$ cat config.mk
export PLATFORM = sky130hd
export DESIGN_NAME = lvds_rx_top
export DESIGN_NICKNAME = d
export VERILOG_FILES = /design/src/lvds_rx_pkg.sv /design/src/iod_cal_ctrl.sv /design/src/lane_align.sv /design/src/lvds_rx_top.sv
export VERILOG_INCLUDE_DIRS = /design/src /design/src/src
export SDC_FILE = /design/constraint.sdc
export NUM_CORES = 1
export LEC_CHECK = 0
export BUFFER_PORTS_ARGS = -buffer_cell sky130_fd_sc_hd__buf_2
export CAP_MARGIN = 10
export CORE_MARGIN = 2
export CORE_UTILIZATION = 57
export CTS_CLUSTER_DIAMETER = 200
export CTS_CLUSTER_SIZE = 10
export DETAILED_ROUTE_END_ITERATION = 16
export PLACE_DENSITY = 0.8
export SYNTH_ARGS = -nofsm -noshare
export SYNTH_HDL_FRONTEND = slang
export SYNTH_HIERARCHICAL = 1
export SYNTH_SLANG_ARGS = --single-unit
$ cat constraint.sdc
create_clock -name clk_div -period 2.6 [get_ports clk_div]
set_input_delay 0.13 -clock clk_div [delete_from_list [all_inputs] [get_ports clk_div]]
set_output_delay 0.13 -clock clk_div [all_outputs]
set_load 0.03 [all_outputs]
$ cat src/lvds_rx_config.svh
`ifndef LVDS_RX_CONFIG_SVH
`define LVDS_RX_CONFIG_SVH

// number of receive lanes
`define LVDS_RX_LANES 4

// bits per deserialized word
`define LVDS_RX_WORD_BITS 8

// interval counter width, top bit ends the long waits
`define LVDS_RX_CNT_BITS 10

// counter bit ending the short settle windows
`define LVDS_RX_SETTLE_BIT 4

// word sent during training, all rotations distinct
`define LVDS_RX_TRAIN_PATTERN 8'h1F

`endif

$ cat src/lvds_rx_pkg.sv
`include "lvds_rx_config.svh"

package lvds_rx_pkg;

    // calibration controller states
    typedef enum logic [2:0] {
        CAL_WAIT_IDLE   = 3'd0,
        CAL_INIT_REQ    = 3'd1,
        CAL_INIT_WAIT   = 3'd2,
        CAL_PERIOD_WAIT = 3'd3,
        CAL_PRE_MASK    = 3'd4,
        CAL_SLAVE_REQ   = 3'd5,
        CAL_SLAVE_WAIT  = 3'd6,
        CAL_POST_SETTLE = 3'd7
    } cal_state_e;

    // common controls for all delay elements
    typedef struct packed {
        logic rst;
        logic mask;
        logic cal;
        logic cal_master;
    } iod_ctrl_t;

    // one word per lane, for input and output side
    typedef logic [`LVDS_RX_LANES-1:0][`LVDS_RX_WORD_BITS-1:0] lane_words_t;

    // word plus its valid flag inside a lane pipeline
    typedef struct packed {
        logic                          valid;
        logic [`LVDS_RX_WORD_BITS-1:0] word;
    } lane_beat_t;

endpackage

$ cat src/iod_cal_ctrl.sv
`include "lvds_rx_config.svh"

module iod_cal_ctrl
    import lvds_rx_pkg::*;
(
    input  logic                      clk_div,
    input  logic                      rst,
    input  logic [`LVDS_RX_LANES-1:0] iod_busy,
    output iod_ctrl_t                 iod_ctrl,
    output logic                      rdy
);

    localparam int CNT_BITS   = `LVDS_RX_CNT_BITS;
    localparam int SETTLE_BIT = `LVDS_RX_SETTLE_BIT;

    logic [`LVDS_RX_LANES-1:0] busy_q;
    logic                      any_busy;
    logic                      all_busy;

    logic [CNT_BITS-1:0]       cnt;
    logic                      cnt_clr;
    logic                      cnt_top;
    logic                      cnt_settle;

    cal_state_e                state;

    // busy comes straight from the delay primitives, cut the path here
    always_ff @(posedge clk_div or posedge rst) begin
        if (rst) begin
            busy_q <= '0;
        end else begin
            busy_q <= iod_busy;
        end
    end

    assign any_busy = |busy_q;
    assign all_busy = &busy_q;

    assign cnt_top    = cnt[CNT_BITS-1];
    assign cnt_settle = cnt[SETTLE_BIT];

    // interval counter, wraps itself at the top bit
    always_ff @(posedge clk_div or posedge rst) begin
        if (rst) begin
            cnt <= '0;
        end else if (cnt_clr || cnt_top) begin
            cnt <= '0;
        end else begin
            cnt <= cnt + 1'b1;
        end
    end

    always_ff @(posedge clk_div or posedge rst) begin
        if (rst) begin
            state               <= CAL_WAIT_IDLE;
            cnt_clr             <= 1'b1;
            iod_ctrl.rst        <= 1'b1;
            iod_ctrl.mask       <= 1'b1;
            iod_ctrl.cal        <= 1'b0;
            iod_ctrl.cal_master <= 1'b0;
            rdy                 <= 1'b0;
        end else begin
            // defaults, each state raises what it needs
            cnt_clr             <= 1'b1;
            iod_ctrl.rst        <= 1'b0;
            iod_ctrl.mask       <= 1'b0;
            iod_ctrl.cal        <= 1'b0;
            iod_ctrl.cal_master <= 1'b0;

            case (state)
                // let the delay elements come out of power-up
                CAL_WAIT_IDLE: begin
                    cnt_clr       <= 1'b0;
                    iod_ctrl.mask <= 1'b1;
                    if (cnt_top && !any_busy) begin
                        state <= CAL_INIT_REQ;
                    end
                end

                // master calibration, hold request until every lane takes it
                CAL_INIT_REQ: begin
                    iod_ctrl.mask       <= 1'b1;
                    iod_ctrl.cal        <= 1'b1;
                    iod_ctrl.cal_master <= 1'b1;
                    if (all_busy) begin
                        iod_ctrl.cal        <= 1'b0;
                        iod_ctrl.cal_master <= 1'b0;
                        state               <= CAL_INIT_WAIT;
                    end
                end

                // done when all lanes idle, then one reset pulse
                CAL_INIT_WAIT: begin
                    iod_ctrl.mask <= 1'b1;
                    if (!any_busy) begin
                        iod_ctrl.rst <= 1'b1;
                        state        <= CAL_PERIOD_WAIT;
                    end
                end

                // normal traffic between calibrations
                CAL_PERIOD_WAIT: begin
                    cnt_clr <= 1'b0;
                    if (cnt_top) begin
                        state <= CAL_PRE_MASK;
                    end
                end

                // mask ahead of the slave request
                // window restarts while any lane is still busy
                CAL_PRE_MASK: begin
                    cnt_clr       <= any_busy;
                    iod_ctrl.mask <= 1'b1;
                    if (cnt_settle) begin
                        state <= CAL_SLAVE_REQ;
                    end
                end

                CAL_SLAVE_REQ: begin
                    iod_ctrl.mask <= 1'b1;
                    iod_ctrl.cal  <= 1'b1;
                    if (all_busy) begin
                        iod_ctrl.cal <= 1'b0;
                        state        <= CAL_SLAVE_WAIT;
                    end
                end

                CAL_SLAVE_WAIT: begin
                    iod_ctrl.mask <= 1'b1;
                    if (!any_busy) begin
                        state <= CAL_POST_SETTLE;
                    end
                end

                // keep data masked a little longer after calibration
                CAL_POST_SETTLE: begin
                    cnt_clr       <= 1'b0;
                    iod_ctrl.mask <= 1'b1;
                    if (cnt_settle) begin
                        // first finished slave calibration makes the link ready
                        rdy   <= 1'b1;
                        state <= CAL_PERIOD_WAIT;
                    end
                end

                default: begin
                    state <= CAL_WAIT_IDLE;
                end
            endcase
        end
    end

    // data must never be unmasked while a calibration is requested
    a_cal_masked: assert property (@(posedge clk_div) disable iff (rst)
        iod_ctrl.cal |-> iod_ctrl.mask);

    a_master_in_cal: assert property (@(posedge clk_div) disable iff (rst)
        iod_ctrl.cal_master |-> iod_ctrl.cal);

    // ready is sticky until reset
    a_rdy_sticky: assert property (@(posedge clk_div) disable iff (rst)
        rdy |=> rdy);

    // delay element reset is a single-cycle pulse
    a_rst_pulse: assert property (@(posedge clk_div) disable iff (rst)
        iod_ctrl.rst |=> !iod_ctrl.rst);

endmodule

$ cat src/lane_align.sv
`include "lvds_rx_config.svh"

module lane_align
    import lvds_rx_pkg::*;
(
    input  logic                          clk_div,
    input  logic                          rst,
    input  logic [`LVDS_RX_WORD_BITS-1:0] word,
    input  logic                          mask,
    input  logic                          rdy,
    input  logic                          train,
    output logic [`LVDS_RX_WORD_BITS-1:0] out_word,
    output logic                          out_valid,
    output logic                          aligned
);

    localparam int W         = `LVDS_RX_WORD_BITS;
    localparam int SLIP_BITS = (W > 1) ? $clog2(W) : 1;

    localparam logic [W-1:0]         TRAIN_WORD = `LVDS_RX_TRAIN_PATTERN;
    localparam logic [SLIP_BITS-1:0] SLIP_LAST  = SLIP_BITS'(W - 1);

    lane_beat_t           s1;
    logic [SLIP_BITS-1:0] slip;
    logic [2*W-1:0]       rot_wide;
    logic [W-1:0]         rot_word;
    logic                 pattern_hit;

    // stage one captures the word with the valid condition of its cycle
    always_ff @(posedge clk_div or posedge rst) begin
        if (rst) begin
            s1 <= '0;
        end else begin
            s1.valid <= rdy & ~mask;
            s1.word  <= word;
        end
    end

    // rotate left by slip through the upper half of the doubled word
    assign rot_wide    = {s1.word, s1.word} << slip;
    assign rot_word    = rot_wide[2*W-1:W];
    assign pattern_hit = (rot_word == TRAIN_WORD);

    // slip search only runs on valid training words
    always_ff @(posedge clk_div or posedge rst) begin
        if (rst) begin
            slip <= '0;
        end else if (train && s1.valid && !pattern_hit) begin
            if (slip == SLIP_LAST) begin
                slip <= '0;
            end else begin
                slip <= slip + 1'b1;
            end
        end
    end

    // stage two output word
    always_ff @(posedge clk_div) begin
        out_word <= rot_word;
    end

    always_ff @(posedge clk_div or posedge rst) begin
        if (rst) begin
            out_valid <= 1'b0;
            aligned   <= 1'b0;
        end else begin
            out_valid <= s1.valid;
            // aligned follows the last training compare
            if (train && s1.valid) begin
                aligned <= pattern_hit;
            end
        end
    end

    // masked input may not reach the output two cycles later
    a_mask_gates_valid: assert property (@(posedge clk_div) disable iff (rst)
        mask |=> ##1 !out_valid);

endmodule

$ cat src/lvds_rx_top.sv
`include "lvds_rx_config.svh"

module lvds_rx_top
    import lvds_rx_pkg::*;
(
    input  logic                      clk_div,
    input  logic                      rst,

    // delay element status per lane
    input  logic [`LVDS_RX_LANES-1:0] iod_busy,

    // one deserialized word per lane per cycle
    input  lane_words_t               rx_words,

    // sender is transmitting the training word
    input  logic                      train,

    output iod_ctrl_t                 iod_ctrl,
    output logic                      rdy,

    output lane_words_t               out_words,
    output logic [`LVDS_RX_LANES-1:0] out_valid,
    output logic [`LVDS_RX_LANES-1:0] aligned
);

    localparam int LANES = `LVDS_RX_LANES;

    // shared calibration controller
    iod_cal_ctrl u_cal_ctrl (
        .clk_div  (clk_div),
        .rst      (rst),
        .iod_busy (iod_busy),
        .iod_ctrl (iod_ctrl),
        .rdy      (rdy)
    );

    // per-lane word alignment
    // all lanes see the common mask and ready
    for (genvar g = 0; g < LANES; g++) begin : g_lane
        lane_align u_lane (
            .clk_div   (clk_div),
            .rst       (rst),
            .word      (rx_words[g]),
            .mask      (iod_ctrl.mask),
            .rdy       (rdy),
            .train     (train),
            .out_word  (out_words[g]),
            .out_valid (out_valid[g]),
            .aligned   (aligned[g])
        );
    end

endmodule

Word-level counts from Yosys, hierarchy flattened. Cells that the tools add are included.

Register bits: 105. Latch bits: 0. Bits in writable memories: 0. ROM bits: 0. Bits of input ports: 39. Output and inout bits: 45. Word-level logic and storage cells: 102. Memories kept: 0.

$add $sub $neg: 5. Multiply operators: 0. Divide/modulo/power cells: 0. Order comparisons: 0. Equality and inequality tests: 23. Shift operators: 4. Muxes and demuxes: 22. Bitwise logic cells: 2. Reductions and logical operators: 19.

Operators with widths (number): 16-bit by 3-bit << shifter with 16-bit output (4); 3-bit two-way mux (12); 8-bit by 5-bit == test with 1-bit output (second input constant) (4); 3-bit == test (second input constant) (8); 3-bit one-hot mux with 8 select lines (1); 3-bit by 1-bit adder with 3-bit output (second input constant) (4); 2-bit by 1-bit inequality test with 1-bit output (second input constant) (6); 10-bit by 1-bit adder with 10-bit output (second input constant) (1); 10-bit two-way mux (1); 8-bit AND reduction (1); 7-bit OR reduction (1); 3-bit by 2-bit == test with 1-bit output (second input constant) (2); 1-bit logical AND (6); 1-bit zero test (5); 1-bit two-way mux (5); 2-bit inequality test (second input constant) (2); 1-bit one-hot mux with 2 select lines (2); 4-bit AND reduction (1); 4-bit OR reduction (1); 3-bit by 1-bit == test with 1-bit output (second input constant) (1); 3-bit zero test (1); 3-bit OR reduction (1); 2-bit two-way mux (1); 2-bit AND reduction (1); 3 further kinds (3).

Longest topological paths before layout.
Word-level depth: 5. Depth in mapped cells: 8. Depth with buffers taken out: 6.

Modules after synthesis. The synthesis kept the hierarchy.

By module, submodules not included: lane_align (instances 4, cells an instance 94, area an instance 1153.6 um^2, seq. area each 510.5 um^2); iod_cal_ctrl (instances 1, cells an instance 81, area an instance 918.4 um^2, seq. area each 579.3 um^2).

Least setup slack after synthesis. OpenSTA, ideal clock, no wires.

Kind: reg-to-reg. From: reg g_lane[0].u_lane.slip[1]. To: reg g_lane[0].u_lane.slip[0]. Library setup time: 0.128 ns. Arrival: 2.020 ns. Data required time: 2.472 ns. Setup slack: 0.452 ns. Cell stages (with the launch flop): 9. Buffers on the path: 2. Clock period less this slack: 2.148 ns. Cells stage by stage: dfrtp_1 -> buf_6 -> buf_12 -> mux2_4 -> mux2i_1 -> nand4b_1 -> a2111oi_2 -> nor2_2 -> mux2_1.

Cells in the longest elaborated chain, start to end: 4. Elaborated cells on any way between the ends: 6. Classes of those cells: eq/ne (2); shift (1); mux (1); reduce/logical (2).

RTL lines: start: declaration (RTL line lane_align.sv:24) `logic [SLIP_BITS-1:0] slip;`; start signal: assignment (RTL line lane_align.sv:52) `slip <= slip + 1'b1;`; 16-bit by 3-bit << shifter with 16-bit output (RTL line lane_align.sv:40) `assign rot_wide = {s1.word, s1.word} << slip;`; 8-bit by 5-bit == test with 1-bit output (RTL line lane_align.sv:42) `assign pattern_hit = (rot_word == TRAIN_WORD);`; 1-bit zero test (RTL line lane_align.sv:48) `end else if (train && s1.valid && !pattern_hit) begin`; 1-bit logical AND (RTL line lane_align.sv:48).

Parallel ways exist; a longest one is shown, timed or not. A chain may end at the register's enable or synchronous reset.

Worst setup path after layout. Same ends and word-level chain as after synthesis.

==> flow_summary.yaml <==
finish:
  finalNetCount: 630
  areaGrowthSynthToFinish_pct: 19.6
  fin_util_pct: 70.9
  multi_input_area_sq_um: 2630
  nFillCells: 659
  finalInstanceArea_sq_um: 6620
  seqCellArea_sq_um: 2620
  final_cells: 716
  layout-drive-gt1-share_pct: 30.2
  n_antenna_cell: 0
detailed_routing:
  routedWlPerCell_um: 15.2
  drc: 0
  ant_nets: 0
  initialDrtViolationCount: 118
  finalWirelength_mm: 10.9
  routed-via-count: 3949
  drt-vias-per-instance: 5.52
  drt-pass1-iter-count: 4
global_route:
  grt_max_degree: 24
  grt_pass1_vias: 3792
  grt_util_all_layers_pct: 21.8
  gr-total-overflow: 0
  antenna_found_initial: 0
  grt_pass1_wl_mm: 17.9
critical_path:
  crit_fanout: 10
  worst_path_max_delay_cell: "dfrtp_1"
  crit_chain: "buf_4, mux2_4, mux2i_1, nand4b_1, a2111oi_2, nor2_2, mux2_1"
  ff2ff_setup_slack_ns: 0.15
  cp.required_ns: 2.83
  start_kind: "flip-flop"
  crit_type: "flip-flop to flip-flop"
  cp_slowest_stage_delay_ns: 0.59
  worst_ep_arrival_time_ns: 2.69
  end_kind: "flip-flop"
floorplanning:
  row_count: 35
  die_h_um: 103
  ios: 84
  die_w_um: 103
  start_util_pct: 59.3
  coreArea_sq_um: 9330
  dieArea_sq_um: 10500
clocking:
  path_clk_slew_ns: 0.10
  cts_tree: "yes"
  cts_root_buffer: "clkbuf_8"
  htreeDepth: 3
  cts_buffers: 9
  cts.sinks: 111
  worstSkewPairLatency_ns: 0.36
  post_cts_buffers: 0
  clockBufferDepth: 2
synth:
  syn_inst: 457
  synth_top_flop_cell: "dfrtp_1"
  synth_edf_count: 0
  yosys.area.top_type_share_pct: 34.4
  yosysSeqAreaShare_pct: 47.4
  synth.area.top_cells: "dfrtp_1 34%, dfxtp_1 12%, mux2i_1 8.7%"
  synth-seq-cells: 111
  synth_cell_types: 47
  yosysTopAreaCell: "dfrtp_1"
  ys_async_sr_fraction_pct: 71.2
  mappedNetlistArea_sq_um: 5530
  syn_nets: 505
  ys_warn_count: 6
  syn_area_per_cell_sq_um: 12.1
timing:
  setup_viol: 0
  tns_ns: 0
  post-route-period-util_pct: 94.4
  max_freq_ghz: 0.407
  tightest_slew_ns: 0.860
  rsz0062_at_grt: "no"
  slew_headroom_pct: 42.6
  finalMaxSlewViolations: 0
  final.setup_skew_ns: 0.0134
  period_needed_ns: 2.45
  hold_viol: 0
power_and_ir_drop:
  power_density_nw_per_um2: 483
  pwr-share-comb_pct: 10.0
  p_leak_uw: 0.00288
  sw_frac_of_total_pct: 24.2
  power_switching_uw: 774
  p_clk_share_pct: 33.5
  ir_drop_uv: 332
  p_int_uw: 2420
  p_seq_share_pct: 56.5
worst_hold_path:
  hold_path_class: "input port to flip-flop"
placement:
  port_buffers: 83
  placed_cell_area_sq_um: 6030
  hpwl_mm: 7.91
  dp_cells: 663
  routabilityCongestion: 0.868
job:
  cap_violations: 0
run_status:
  outcome: "finished, final reports clean"
-- Yosys cell counts, types with 8 or more instances --
library cell / number
dfrtp_1: 76
mux2i_1: 48
nand2_1: 34
dfxtp_1: 32
mux2_2: 32
nor2_1: 26
o21ai_0: 24
inv_1: 19
mux4_1: 12
a21oi_1: 11
ha_1: 9
buf_2: 8
mux2_1: 8
mux2_4: 8
nand4b_1: 8
o22ai_1: 8
-- layout by cell type (no fill, tap or decap), types with 5 or more instances in the layout --
cell,count
nand3_1,5
and2_1,5
mux4_1,12
a21oi_1,11
clkbuf_8,11
o21ai_0,24
mux2_1,8
ha_1,9
nand2b_1,5
inv_1,19
nand2_1,34
mux2_4,8
nand4b_1,8
o22ai_1,8
dlygate4sd3_1,37
nor2_1,26
dfrtp_1,74
dfxtp_1,32
mux2i_1,48
mux2_2,32
buf_4,18
a32oi_1,5
nor2b_1,5
a211oi_1,5
buf_2,83
-- flip-flops by register name, indices dropped and copies added, names as in the netlist --
register,flops
g_lane.u_lane/s1,36
u_cal_ctrl/cnt_clr,1
u_cal_ctrl/iod_ctrl,4
u_cal_ctrl/busy_q,4
u_cal_ctrl/cnt,10
g_lane.u_lane/out_valid,4
g_lane.u_lane/out_word,32
u_cal_ctrl/state,3
g_lane.u_lane/slip,12
u_cal_ctrl/rdy,1
g_lane.u_lane/aligned,4
-- metal layers --
metal  vias up  global-route usage [%]  wire, um
met1      1891                    29.7      4860
met4         0                    8.92       259
met3        26                    3.73       446
li1       1916                       -         -
met5         -                       0         0
met2       116                    34.9      5350
-- kinds of logic after synthesis --
kind of cell    Yosys count  share of synthesized area, %
flops                   111                          47.4
simple gates            109                          10.1
fa+ha+maj                 9                          2.04
xor+xnor                  3                         0.475
compound gates           70                          8.50
mux                     112                          26.3
buf+inv                  43                          5.16
-- worst max-delay path, delay by kind of cell, from the launching register on --
family          cells  cell delay, ns
buf+inv             1            0.23
simple gates        2            0.23
compound gates      1            0.46
flops               1            0.59
mux                 3            0.82
-- power by group through the flow --
stage,registers [uW],clock network (uW),logic (uW)
CTS,1810,1120,318
global placement,1840,0,268
global route,1820,1190,346
floorplan,1890,0,133
finish,1810,1070,319
detailed placement,1840,0,274
-- timing repair --
| item | 4_1_cts | 5_1_grt |
|---|---|---|
| resized for setup | 0 | 2 |
| endpoints found under the setup margin | 0 | 6 |
| hold buffers | 37 | 0 |
| endpoints found under the hold margin | 105 | 0 |
-- metrics by stage --
step	setup WS, ns	hold slack [ns]	power, uW
after detailed placement	0.0696	0.239	2120
after floorplan	0.452	0.0192	2020
after global routing	0.0118	0.176	3350
final	0.145	0.180	3200
after CTS	0.0513	0.171	3240
after global placement	0.183	0.238	2110
-- final timing paths --
path / cells past startpoint / endpoint / start
max: 7 / g_lane[0].u_lane/slip[0] / g_lane[0].u_lane/slip[1]
min: 3 / g_lane[3].u_lane/slip[1] / train
max reg2reg: 7 / g_lane[0].u_lane/slip[0] / g_lane[0].u_lane/slip[1]
min reg2reg: 0 / g_lane[1].u_lane/out_valid / g_lane[1].u_lane/s1[8]
max in group asynchronous: 3 / u_cal_ctrl/cnt[6] / rst
min in group asynchronous: 3 / g_lane[1].u_lane/s1[3] / rst
-- final cells by class --
type | count | area share [%]
sequential | 111 | 39.7
timing repair buffer | 138 | 13.9
multi-input combinational | 303 | 39.7
tap | 129 | 2.44
inverter | 19 | 1.08
clock buffer | 11 | 2.29
clock inverter | 5 | 0.927
Power figures use the tool's default switching activity.
